## config.mk

```make
export PLATFORM = sky130hd
export DESIGN_NAME = rvDecodeTop
export DESIGN_NICKNAME = d
export VERILOG_FILES = /design/src/rvDecPkg.sv /design/src/decodeCtrlIf.sv /design/src/rvOpClassDecoder.sv /design/src/rvImmGen.sv /design/src/rvOperandRouter.sv /design/src/rvDecodeTop.sv
export SDC_FILE = /design/constraint.sdc
export NUM_CORES = 1
export LEC_CHECK = 0
export BUFFER_PORTS_ARGS = -buffer_cell sky130_fd_sc_hd__buf_4
export CAP_MARGIN = 20
export CELL_PAD_IN_SITES_DETAIL_PLACEMENT = 1
export CELL_PAD_IN_SITES_GLOBAL_PLACEMENT = 1
export CORE_ASPECT_RATIO = 0.75
export CORE_MARGIN = 2
export CORE_UTILIZATION = 35
export CTS_CLUSTER_DIAMETER = 80
export CTS_CLUSTER_SIZE = 30
export DETAILED_ROUTE_END_ITERATION = 10
export GPL_TIMING_DRIVEN = 0
export HOLD_SLACK_MARGIN = 0.02
export PLACE_DENSITY = 0.73
export SYNTH_ARGS = -nofsm -noshare
export SYNTH_HDL_FRONTEND = slang
export SYNTH_SLANG_ARGS = --single-unit
export TNS_END_PERCENT = 30
```

## constraint.sdc

```tcl
create_clock -name clock -period 1.29 [get_ports clock]
set_input_delay 0.258 -clock clock [delete_from_list [all_inputs] [get_ports clock]]
set_output_delay 0.258 -clock clock [all_outputs]
set_load 0.05 [all_outputs]
```

## src/rvDecPkg.sv

```systemverilog
// widths, register selector codes, command and index codes, form, immediate and opcode enums
package rvDecPkg;

	localparam int instrWidth = 32;
	localparam int immWidth = 33;

	typedef logic [5:0] regSelT;
	typedef logic [immWidth-1:0] immT;
	typedef logic [5:0] uCmdT;
	typedef logic [5:0] uIxtT;

	// 0..31 are the integer registers, x0 doubles as the zero register
	localparam regSelT regZzr = 6'd0;
	localparam regSelT regImm = 6'd32;
	localparam regSelT regPc = 6'd33;

	localparam uCmdT cmdInvOp = 6'd0;
	localparam uCmdT cmdMovMr = 6'd1;
	localparam uCmdT cmdMovRm = 6'd2;
	localparam uCmdT cmdJcmp = 6'd3;
	localparam uCmdT cmdJsr = 6'd4;
	localparam uCmdT cmdJmp = 6'd5;
	localparam uCmdT cmdAlu3 = 6'd6;
	localparam uCmdT cmdShad3 = 6'd7;
	localparam uCmdT cmdLea = 6'd8;
	localparam uCmdT cmdMovIr = 6'd9;
	localparam uCmdT cmdIxt = 6'd10;
	localparam uCmdT cmdMovRc = 6'd11;
	localparam uCmdT cmdMovCr = 6'd12;

	// index values are local to their command
	localparam uIxtT ixAdd = 6'd0;
	localparam uIxtT ixSub = 6'd1;
	localparam uIxtT ixSlt = 6'd2;
	localparam uIxtT ixSltu = 6'd3;
	localparam uIxtT ixXor = 6'd4;
	localparam uIxtT ixOr = 6'd5;
	localparam uIxtT ixAnd = 6'd6;
	localparam uIxtT ixShl = 6'd0;
	localparam uIxtT ixShlr = 6'd1;
	localparam uIxtT ixShar = 6'd2;
	localparam uIxtT ixEq = 6'd0;
	localparam uIxtT ixNe = 6'd1;
	localparam uIxtT ixLt = 6'd2;
	localparam uIxtT ixGe = 6'd3;
	localparam uIxtT ixLtu = 6'd4;
	localparam uIxtT ixGeu = 6'd5;
	localparam uIxtT ixSyse = 6'd0;
	localparam uIxtT ixBreak = 6'd1;
	localparam uIxtT ixRte = 6'd2;
	localparam uIxtT ixSleep = 6'd3;

	typedef enum logic [3:0] {
		formZ, formRegReg, formRegImmReg, formLoad, formStore,
		formBranch, formJal, formLui, formAuipc
	} formT;

	typedef enum logic [2:0] {immNone, immI, immS, immB, immJ, immU} immKindT;

	// major opcode, instruction bits 6:2
	typedef enum logic [4:0] {
		clsLoad = 5'b00000, clsStore = 5'b01000, clsBranch = 5'b11000,
		clsJalr = 5'b11001, clsJal = 5'b11011, clsOpImm = 5'b00100,
		clsOp = 5'b01100, clsSystem = 5'b11100, clsAuipc = 5'b00101,
		clsLui = 5'b01101
	} opClassT;

endpackage

```

## src/decodeCtrlIf.sv

```systemverilog
// decodeCtrlIf interface for classified control from the class decoder to the operand router
`timescale 1ns/10ps

interface decodeCtrlIf;

	rvDecPkg::formT form;
	rvDecPkg::immKindT immKind;
	rvDecPkg::uCmdT uCmd;
	rvDecPkg::uIxtT uIxt;
	// register fields, CSR number already placed for CSR accesses
	rvDecPkg::regSelT rd;
	rvDecPkg::regSelT rs1;
	rvDecPkg::regSelT rs2;

	modport ctrlSrc (
		output form, immKind, uCmd, uIxt, rd, rs1, rs2
	);

	modport ctrlSink (
		input form, immKind, uCmd, uIxt, rd, rs1, rs2
	);

endinterface

```

## src/rvOpClassDecoder.sv

```systemverilog
// rvOpClassDecoder module: opcode class, sub-operation, invalid and usermode checks
`timescale 1ns/10ps

module rvOpClassDecoder (
	input logic [rvDecPkg::instrWidth-1:0] istrWord,
	input logic userMode,
	decodeCtrlIf.ctrlSrc ctrl
);

	rvDecPkg::opClassT opClass;
	logic [2:0] funct3;
	logic rdIsZero;
	logic rs1IsZero;
	logic csrPriv;
	logic needsPriv;
	rvDecPkg::uCmdT cmd;
	rvDecPkg::uIxtT ixt;
	rvDecPkg::formT form;
	rvDecPkg::immKindT immKind;
	rvDecPkg::regSelT rdSel;
	rvDecPkg::regSelT rs1Sel;
	rvDecPkg::regSelT rs2Sel;

	assign opClass = rvDecPkg::opClassT'(istrWord[6:2]);
	assign funct3 = istrWord[14:12];
	assign rdIsZero = (istrWord[11:7] == 5'd0);
	assign rs1IsZero = (istrWord[19:15] == 5'd0);
	// csr address bits 9:8 give the lowest privilege allowed
	assign csrPriv = |istrWord[29:28];

	always_comb begin
		cmd = rvDecPkg::cmdInvOp;
		ixt = '0;
		form = rvDecPkg::formZ;
		immKind = rvDecPkg::immNone;
		rdSel = {1'b0, istrWord[11:7]};
		rs1Sel = {1'b0, istrWord[19:15]};
		rs2Sel = {1'b0, istrWord[24:20]};
		needsPriv = 1'b0;

		case (opClass)
			rvDecPkg::clsLoad: begin
				cmd = rvDecPkg::cmdMovMr;
				ixt = {3'b000, funct3};
				form = rvDecPkg::formLoad;
				immKind = rvDecPkg::immI;
			end
			rvDecPkg::clsStore: begin
				cmd = rvDecPkg::cmdMovRm;
				ixt = {3'b000, funct3};
				form = rvDecPkg::formStore;
				immKind = rvDecPkg::immS;
			end
			rvDecPkg::clsBranch: begin
				// 010 and 011 are not branch conditions
				if (funct3[2:1] != 2'b01) begin
					cmd = rvDecPkg::cmdJcmp;
					form = rvDecPkg::formBranch;
					immKind = rvDecPkg::immB;
				end
				case (funct3)
					3'b000: ixt = rvDecPkg::ixEq;
					3'b001: ixt = rvDecPkg::ixNe;
					3'b100: ixt = rvDecPkg::ixLt;
					3'b101: ixt = rvDecPkg::ixGe;
					3'b110: ixt = rvDecPkg::ixLtu;
					3'b111: ixt = rvDecPkg::ixGeu;
					default: ixt = '0;
				endcase
			end
			rvDecPkg::clsJal, rvDecPkg::clsJalr: begin
				// no link register means a plain jump
				cmd = rdIsZero ? rvDecPkg::cmdJmp : rvDecPkg::cmdJsr;
				form = (opClass == rvDecPkg::clsJal) ? rvDecPkg::formJal : rvDecPkg::formRegImmReg;
				immKind = (opClass == rvDecPkg::clsJal) ? rvDecPkg::immJ : rvDecPkg::immI;
			end
			rvDecPkg::clsOp, rvDecPkg::clsOpImm: begin
				// funct7 01 is the M extension, not handled here
				if (!(opClass == rvDecPkg::clsOp && istrWord[31:25] == 7'h01)) begin
					cmd = rvDecPkg::cmdAlu3;
					form = (opClass == rvDecPkg::clsOp) ? rvDecPkg::formRegReg : rvDecPkg::formRegImmReg;
					immKind = (opClass == rvDecPkg::clsOp) ? rvDecPkg::immNone : rvDecPkg::immI;
					case (funct3)
						3'b000: begin
							ixt = (opClass == rvDecPkg::clsOp && istrWord[30]) ?
								rvDecPkg::ixSub : rvDecPkg::ixAdd;
						end
						3'b001: begin
							cmd = rvDecPkg::cmdShad3;
							ixt = rvDecPkg::ixShl;
						end
						3'b010: ixt = rvDecPkg::ixSlt;
						3'b011: ixt = rvDecPkg::ixSltu;
						3'b100: ixt = rvDecPkg::ixXor;
						3'b101: begin
							cmd = rvDecPkg::cmdShad3;
							ixt = istrWord[30] ? rvDecPkg::ixShar : rvDecPkg::ixShlr;
						end
						3'b110: ixt = rvDecPkg::ixOr;
						default: ixt = rvDecPkg::ixAnd;
					endcase
				end
			end
			rvDecPkg::clsLui: begin
				cmd = rvDecPkg::cmdMovIr;
				form = rvDecPkg::formLui;
				immKind = rvDecPkg::immU;
			end
			rvDecPkg::clsAuipc: begin
				cmd = rvDecPkg::cmdLea;
				form = rvDecPkg::formAuipc;
				immKind = rvDecPkg::immU;
			end
			rvDecPkg::clsSystem: begin
				if (funct3 == 3'b000) begin
					cmd = rvDecPkg::cmdIxt;
					case (istrWord[23:20])
						4'h0: ixt = rvDecPkg::ixSyse;
						4'h1: ixt = rvDecPkg::ixBreak;
						4'h2: begin
							ixt = rvDecPkg::ixRte;
							needsPriv = 1'b1;
						end
						4'h5: begin
							ixt = rvDecPkg::ixSleep;
							needsPriv = 1'b1;
						end
						default: cmd = rvDecPkg::cmdInvOp;
					endcase
				end else if (funct3 == 3'b001 && rdIsZero) begin
					// csr write, target register slot carries the csr
					cmd = rvDecPkg::cmdMovRc;
					form = rvDecPkg::formRegReg;
					rdSel = {1'b0, istrWord[24:20]};
					rs2Sel = rvDecPkg::regZzr;
					needsPriv = csrPriv;
				end else if ((funct3 == 3'b010 || funct3 == 3'b011) && rs1IsZero) begin
					// csr read into rd
					cmd = rvDecPkg::cmdMovCr;
					form = rvDecPkg::formRegReg;
					rs1Sel = {1'b0, istrWord[24:20]};
					rs2Sel = rvDecPkg::regZzr;
					needsPriv = csrPriv;
				end
			end
			default: begin
			end
		endcase

		// compressed encodings and the usermode reject end up as invalid
		if (istrWord[1:0] != 2'b11 || (userMode && needsPriv) || cmd == rvDecPkg::cmdInvOp) begin
			cmd = rvDecPkg::cmdInvOp;
			ixt = '0;
			form = rvDecPkg::formZ;
			immKind = rvDecPkg::immNone;
		end
	end

	assign ctrl.uCmd = cmd;
	assign ctrl.uIxt = ixt;
	assign ctrl.form = form;
	assign ctrl.immKind = immKind;
	assign ctrl.rd = rdSel;
	assign ctrl.rs1 = rs1Sel;
	assign ctrl.rs2 = rs2Sel;

endmodule

```

## src/rvImmGen.sv

```systemverilog
// rvImmGen module: I, S, B, J and U immediates from the instruction word
`timescale 1ns/10ps

module rvImmGen (
	input logic [rvDecPkg::instrWidth-1:0] istrWord,
	input rvDecPkg::immKindT immKind,
	output rvDecPkg::immT imm
);

	logic signBit;
	rvDecPkg::immT immIForm;
	rvDecPkg::immT immSForm;
	rvDecPkg::immT immBForm;
	rvDecPkg::immT immJForm;
	rvDecPkg::immT immUForm;

	assign signBit = istrWord[31];

	assign immIForm = {{21{signBit}}, istrWord[31:20]};
	assign immSForm = {{21{signBit}}, istrWord[31:25], istrWord[11:7]};

	// branch offset, bit 11 sits in instruction bit 7
	assign immBForm = {{20{signBit}}, istrWord[31], istrWord[7], istrWord[30:25],
		istrWord[11:8], 1'b0};

	// jump offset, halfword aligned
	assign immJForm = {{12{signBit}}, istrWord[31], istrWord[19:12], istrWord[20],
		istrWord[30:21], 1'b0};

	// upper immediate is not extended into bit 32
	assign immUForm = {1'b0, istrWord[31:12], 12'h000};

	always_comb begin
		case (immKind)
			rvDecPkg::immI: imm = immIForm;
			rvDecPkg::immS: imm = immSForm;
			rvDecPkg::immB: imm = immBForm;
			rvDecPkg::immJ: imm = immJForm;
			rvDecPkg::immU: imm = immUForm;
			default: imm = '0;
		endcase
	end

endmodule

```

## src/rvOperandRouter.sv

```systemverilog
// operand router module with per-form operand routing and the micro-op output register
`timescale 1ns/10ps

module rvOperandRouter (
	input logic clock,
	input logic arstN,
	input logic istrValid,
	decodeCtrlIf.ctrlSink ctrl,
	input rvDecPkg::immT imm,
	output rvDecPkg::immKindT immKind,
	output logic opValid,
	output rvDecPkg::uCmdT uCmd,
	output rvDecPkg::uIxtT uIxt,
	output rvDecPkg::regSelT regN,
	output rvDecPkg::regSelT regM,
	output rvDecPkg::regSelT regO,
	output rvDecPkg::immT opImm
);

	rvDecPkg::regSelT nextN;
	rvDecPkg::regSelT nextM;
	rvDecPkg::regSelT nextO;

	assign immKind = ctrl.immKind;

	always_comb begin
		nextN = rvDecPkg::regZzr;
		nextM = rvDecPkg::regZzr;
		nextO = rvDecPkg::regZzr;
		case (ctrl.form)
			rvDecPkg::formRegReg: begin
				nextN = ctrl.rd;
				nextM = ctrl.rs1;
				nextO = ctrl.rs2;
			end
			rvDecPkg::formRegImmReg, rvDecPkg::formLoad: begin
				nextN = ctrl.rd;
				nextM = ctrl.rs1;
				nextO = rvDecPkg::regImm;
			end
			rvDecPkg::formStore: begin
				// store data goes in the N slot
				nextN = ctrl.rs2;
				nextM = ctrl.rs1;
				nextO = rvDecPkg::regImm;
			end
			rvDecPkg::formBranch: begin
				nextM = ctrl.rs1;
				nextO = ctrl.rs2;
			end
			rvDecPkg::formJal, rvDecPkg::formAuipc: begin
				nextN = ctrl.rd;
				nextM = rvDecPkg::regPc;
				nextO = rvDecPkg::regImm;
			end
			rvDecPkg::formLui: begin
				nextN = ctrl.rd;
				nextM = rvDecPkg::regImm;
			end
			default: begin
			end
		endcase
	end

	// fields keep their last value between strobes
	always_ff @(posedge clock or negedge arstN) begin
		if (!arstN) begin
			opValid <= 1'b0;
			uCmd <= rvDecPkg::cmdInvOp;
			uIxt <= '0;
			regN <= rvDecPkg::regZzr;
			regM <= rvDecPkg::regZzr;
			regO <= rvDecPkg::regZzr;
			opImm <= '0;
		end else begin
			opValid <= istrValid;
			if (istrValid) begin
				uCmd <= ctrl.uCmd;
				uIxt <= ctrl.uIxt;
				regN <= nextN;
				regM <= nextM;
				regO <= nextO;
				opImm <= imm;
			end
		end
	end

endmodule

```

## src/rvDecodeTop.sv

```systemverilog
// rvDecodeTop module: class decoder, immediate generator and operand router
`timescale 1ns/10ps

module rvDecodeTop (
	input logic clock,
	input logic arstN,
	input logic istrValid,
	input logic [rvDecPkg::instrWidth-1:0] istrWord,
	input logic userMode,
	output logic opValid,
	output rvDecPkg::uCmdT uCmd,
	output rvDecPkg::uIxtT uIxt,
	output rvDecPkg::regSelT regN,
	output rvDecPkg::regSelT regM,
	output rvDecPkg::regSelT regO,
	output rvDecPkg::immT imm
);

	rvDecPkg::immKindT immKind;
	rvDecPkg::immT immValue;

	decodeCtrlIf decodeCtrlIf_inst ();

	rvOpClassDecoder rvOpClassDecoder_inst (
		.istrWord(istrWord),
		.userMode(userMode),
		.ctrl(decodeCtrlIf_inst.ctrlSrc)
	);

	rvImmGen rvImmGen_inst (
		.istrWord(istrWord),
		.immKind(immKind),
		.imm(immValue)
	);

	rvOperandRouter rvOperandRouter_inst (
		.clock(clock),
		.arstN(arstN),
		.istrValid(istrValid),
		.ctrl(decodeCtrlIf_inst.ctrlSink),
		.imm(immValue),
		.immKind(immKind),
		.opValid(opValid),
		.uCmd(uCmd),
		.uIxt(uIxt),
		.regN(regN),
		.regM(regM),
		.regO(regO),
		.opImm(imm)
	);

endmodule

```

==> impl_metrics.tcl <==
set metrics [dict create \
    synth-async-reset-ratio_pct 100 \
    max_freq_mhz 437 \
    vdd_drop_max_uv 669 \
    yosys_warnings 0 \
    synthCells 321 \
    crit_path_end_kind "register" \
    cp_slowest_cell "or4_4" \
    most-common-layout-cells "buf_4, dfrtp_1, nand2_1" \
    cts_num_sinks 58 \
    antenna_found_initial 0 \
    grt_pass1_vias 3139 \
    slew_viol_final 0 \
    cts_buffers 9 \
    clkTransAtPathRegs_ns 0.05 \
    power_density_mw_per_mm2 1150 \
    hold_class "in -> reg" \
    final_common_cell "buf_4" \
    slew_headroom_pct 51.2 \
    wl_mm 11.4 \
    grt_pass1_wl_mm 17.6 \
    grt_max_degree 59 \
    clk_latency_ns 0.32 \
    crit-reg2reg-launch "rvOperandRouter_inst.opImm[13]" \
    track_usage_pct 23.5 \
    areaGrowthSynthToFinish_pct 45.3 \
    crit_required_ns 1.50 \
    placed_cell_area_mm2 0.00407 \
    tns_ns -50.75 \
    fin_worst_skew_ns 0 \
    total_power_w 0.00536 \
    synth.cell_area_mm2 0.00321 \
    cpPeakStageDelay_ns 0.54 \
    rrSetupSlack_ns 0.45 \
    setup_ws_ns -0.997 \
    dieArea_mm2 0.00997 \
    status "finished with violations" \
    hold_slack_ns 0.0512 \
    setup_viol 57 \
    synth_cell_types 59 \
    drc 0 \
    crit_chain "buf_6 -> or4_4 -> or4_4 -> a21oi_4 -> a311oi_4 -> buf_6 -> o211ai_4 -> nor2_4 -> buf_12 -> a221o_1" \
    wl_per_cell_um 20.4 \
    worst_slew_pin_slew_ns 0.732 \
    maxCapViolCount 0 \
    coreArea_mm2 0.00897 \
    dp_hpwl_mm 7.93 \
    min_delay_path_depth 1 \
    root_buffer "clkbuf_16" \
    rr_endpoint "rvOperandRouter_inst.opImm[13]" \
    io_buffers 90 \
    cp_max_fo 5 \
    start_util_pct 35.8 \
    cts_buffer_depth 2 \
    vias 3086 \
    ant_nets 0 \
    n_antenna_cell 0 \
    final_util_pct 52.0 \
    hold_path_startpoint "istrValid" \
    synth_edf_count 0 \
    worstHoldEndpoint "rvOperandRouter_inst.opValid" \
    setup.worst_path.start_class "input pin" \
    drt_pre_antenna_iters 6 \
    violations "setup timing" \
    synth_ff_type "dfrtp_1" \
    post-route-period-util_pct 177 \
    row_count 30 \
    final_area_mm2 0.00467 \
    dieHeight_um 87.0 \
    drt_first_iter_violations 185 \
    cts_tree "done" \
    drive_gt1_share_pct 40.7 \
    num_io_pins 100 \
    syn_area_per_cell_um2 10.0 \
    chipWidth_um 115 \
    layout.nets 478 \
    gp_congestion 0.911 \
    synth_seq_area_share_pct 45.2 \
    grt-ovfl-total 0 \
    total_leakage_power_nw 2.27 \
    h-tree-depth 3 \
    hold_viol_final 0 \
    critPathArrivalTime_ns 2.50 \
    critical_path_class "in -> reg" \
    reg2regPathDepth 1 \
    period_minus_slack_ns 2.29 \
    viasPerCell 5.52 \
    rsz0062_at_grt "yes" \
    synth_seq_cells 58 \
]
[state kept, by name, summed over array words and instances, names as in the netlist]
register	count
rvOperandRouter_inst.opImm	33
rvOperandRouter_inst.opValid	1
rvOperandRouter_inst.regM	6
rvOperandRouter_inst.regN	5
rvOperandRouter_inst.regO	6
rvOperandRouter_inst.uCmd	4
rvOperandRouter_inst.uIxt	3
[Yosys cell counts, types with 2 or more instances]
cell / instances / share of area, %
nor3b_1: 3 / 0.70
o211ai_1: 2 / 0.47
or4b_2: 3 / 0.93
nor2b_1: 5 / 0.97
a21boi_0: 2 / 0.47
mux2i_1: 5 / 1.6
nand2_1: 28 / 3.3
buf_1: 3 / 0.35
a21o_1: 3 / 0.70
a221o_1: 8 / 2.5
nor3_1: 6 / 0.93
a32o_1: 6 / 1.9
dfrtp_1: 58 / 45
nand4_1: 3 / 0.58
nand3_2: 20 / 6.2
or2_2: 3 / 0.58
and3_1: 3 / 0.58
o21ai_0: 14 / 2.2
nor2_1: 25 / 2.9
or4_1: 2 / 0.47
nand3_1: 8 / 1.2
buf_6: 3 / 1.1
a211oi_1: 5 / 1.2
a22o_1: 16 / 4.4
inv_1: 6 / 0.70
clkbuf_1: 16 / 1.9
buf_4: 6 / 1.4
o2bb2ai_1: 4 / 1.1
a221oi_1: 2 / 0.55
nor4_1: 2 / 0.39
o21bai_1: 3 / 0.70
o31ai_1: 2 / 0.47
nand2b_1: 4 / 0.78
a21oi_1: 17 / 2.6
[worst max-delay path by stage]
stage | startpoint | endpoint | slack, ns | cells past startpoint
5_1_grt | istrWord[11] | rvOperandRouter_inst.regM[1] | -1.03 | 9
3_5_place_dp | istrWord[14] | rvOperandRouter_inst.regO[3] | -1.52 | 8
4_1_cts | istrWord[11] | rvOperandRouter_inst.opImm[13] | -1.04 | 10
2_1_floorplan | istrWord[7] | rvOperandRouter_inst.opImm[21] | -1.03 | 9
3_3_place_gp | istrWord[14] | rvOperandRouter_inst.regO[3] | -1.51 | 8
6_report | istrWord[11] | rvOperandRouter_inst.opImm[15] | -1.0 | 10
[final cells by class]
class,count,area [um^2]
Timing Repair Buffer,105,846
Clock inverter,5,77.6
Tap cell,112,140
Clock buffer,11,243
Fill cell,998,4310
Buffer,28,164
Inverter,6,22.5
Sequential cell,58,1450
Multi-Input combinational cell,234,1720
[power breakdown]
group | leakage, nW | internal (W) | switching [W]
logic | 1.32 | 0.000281 | 0.000590
clock network | 0.156 | 0.00174 | 0.000856
registers | 0.795 | 0.00187 | 0.0000308
[logic make-up (layout without fill, tap and decap cells)]
group / Yosys count / in the layout / share of synthesized area [%]
compound gates: 94 / 94 / 22.8
other cells: 1 / 6 / 0.117
xor+xnor: 1 / 1 / 0.273
mux: 6 / 6 / 1.91
buf+inv: 34 / 155 / 5.38
flops: 58 / 58 / 45.2
simple gates: 127 / 127 / 24.3
[per-stage QoR]
stage	std cells	worst slack, ns
after floorplan	326	-1.03
after global placement	528	-1.51
after detailed placement	528	-1.52
after CTS	557	-1.04
after global routing	559	-1.03
final	559	-0.997
[routing by layer]
layer  GRT usage [%]  part of all wire (%)
met1            32.1                    47
met3            6.89                   6.8
met2            37.1                    46
met5               0                     0
met4            5.10                  0.50
[worst max-delay path: cells and delay by family]
family,cells,cell delay (ns)
simple gates,3,1.12
compound gates,4,0.72
buf+inv,3,0.38
[timing repair]
| item | 4_1_cts | 5_1_grt |
|---|---|---|
| hold buffers | 1 | 0 |
| hold endpoints to repair | 18 | 0 |
| resized for setup | 21 | 13 |
| setup endpoints to repair | 57 | 57 |
| gates cloned | 1 | 0 |
| buffers inserted | 11 | 2 |
| pin swaps | 17 | 5 |
Power figures use the tool's default switching activity.
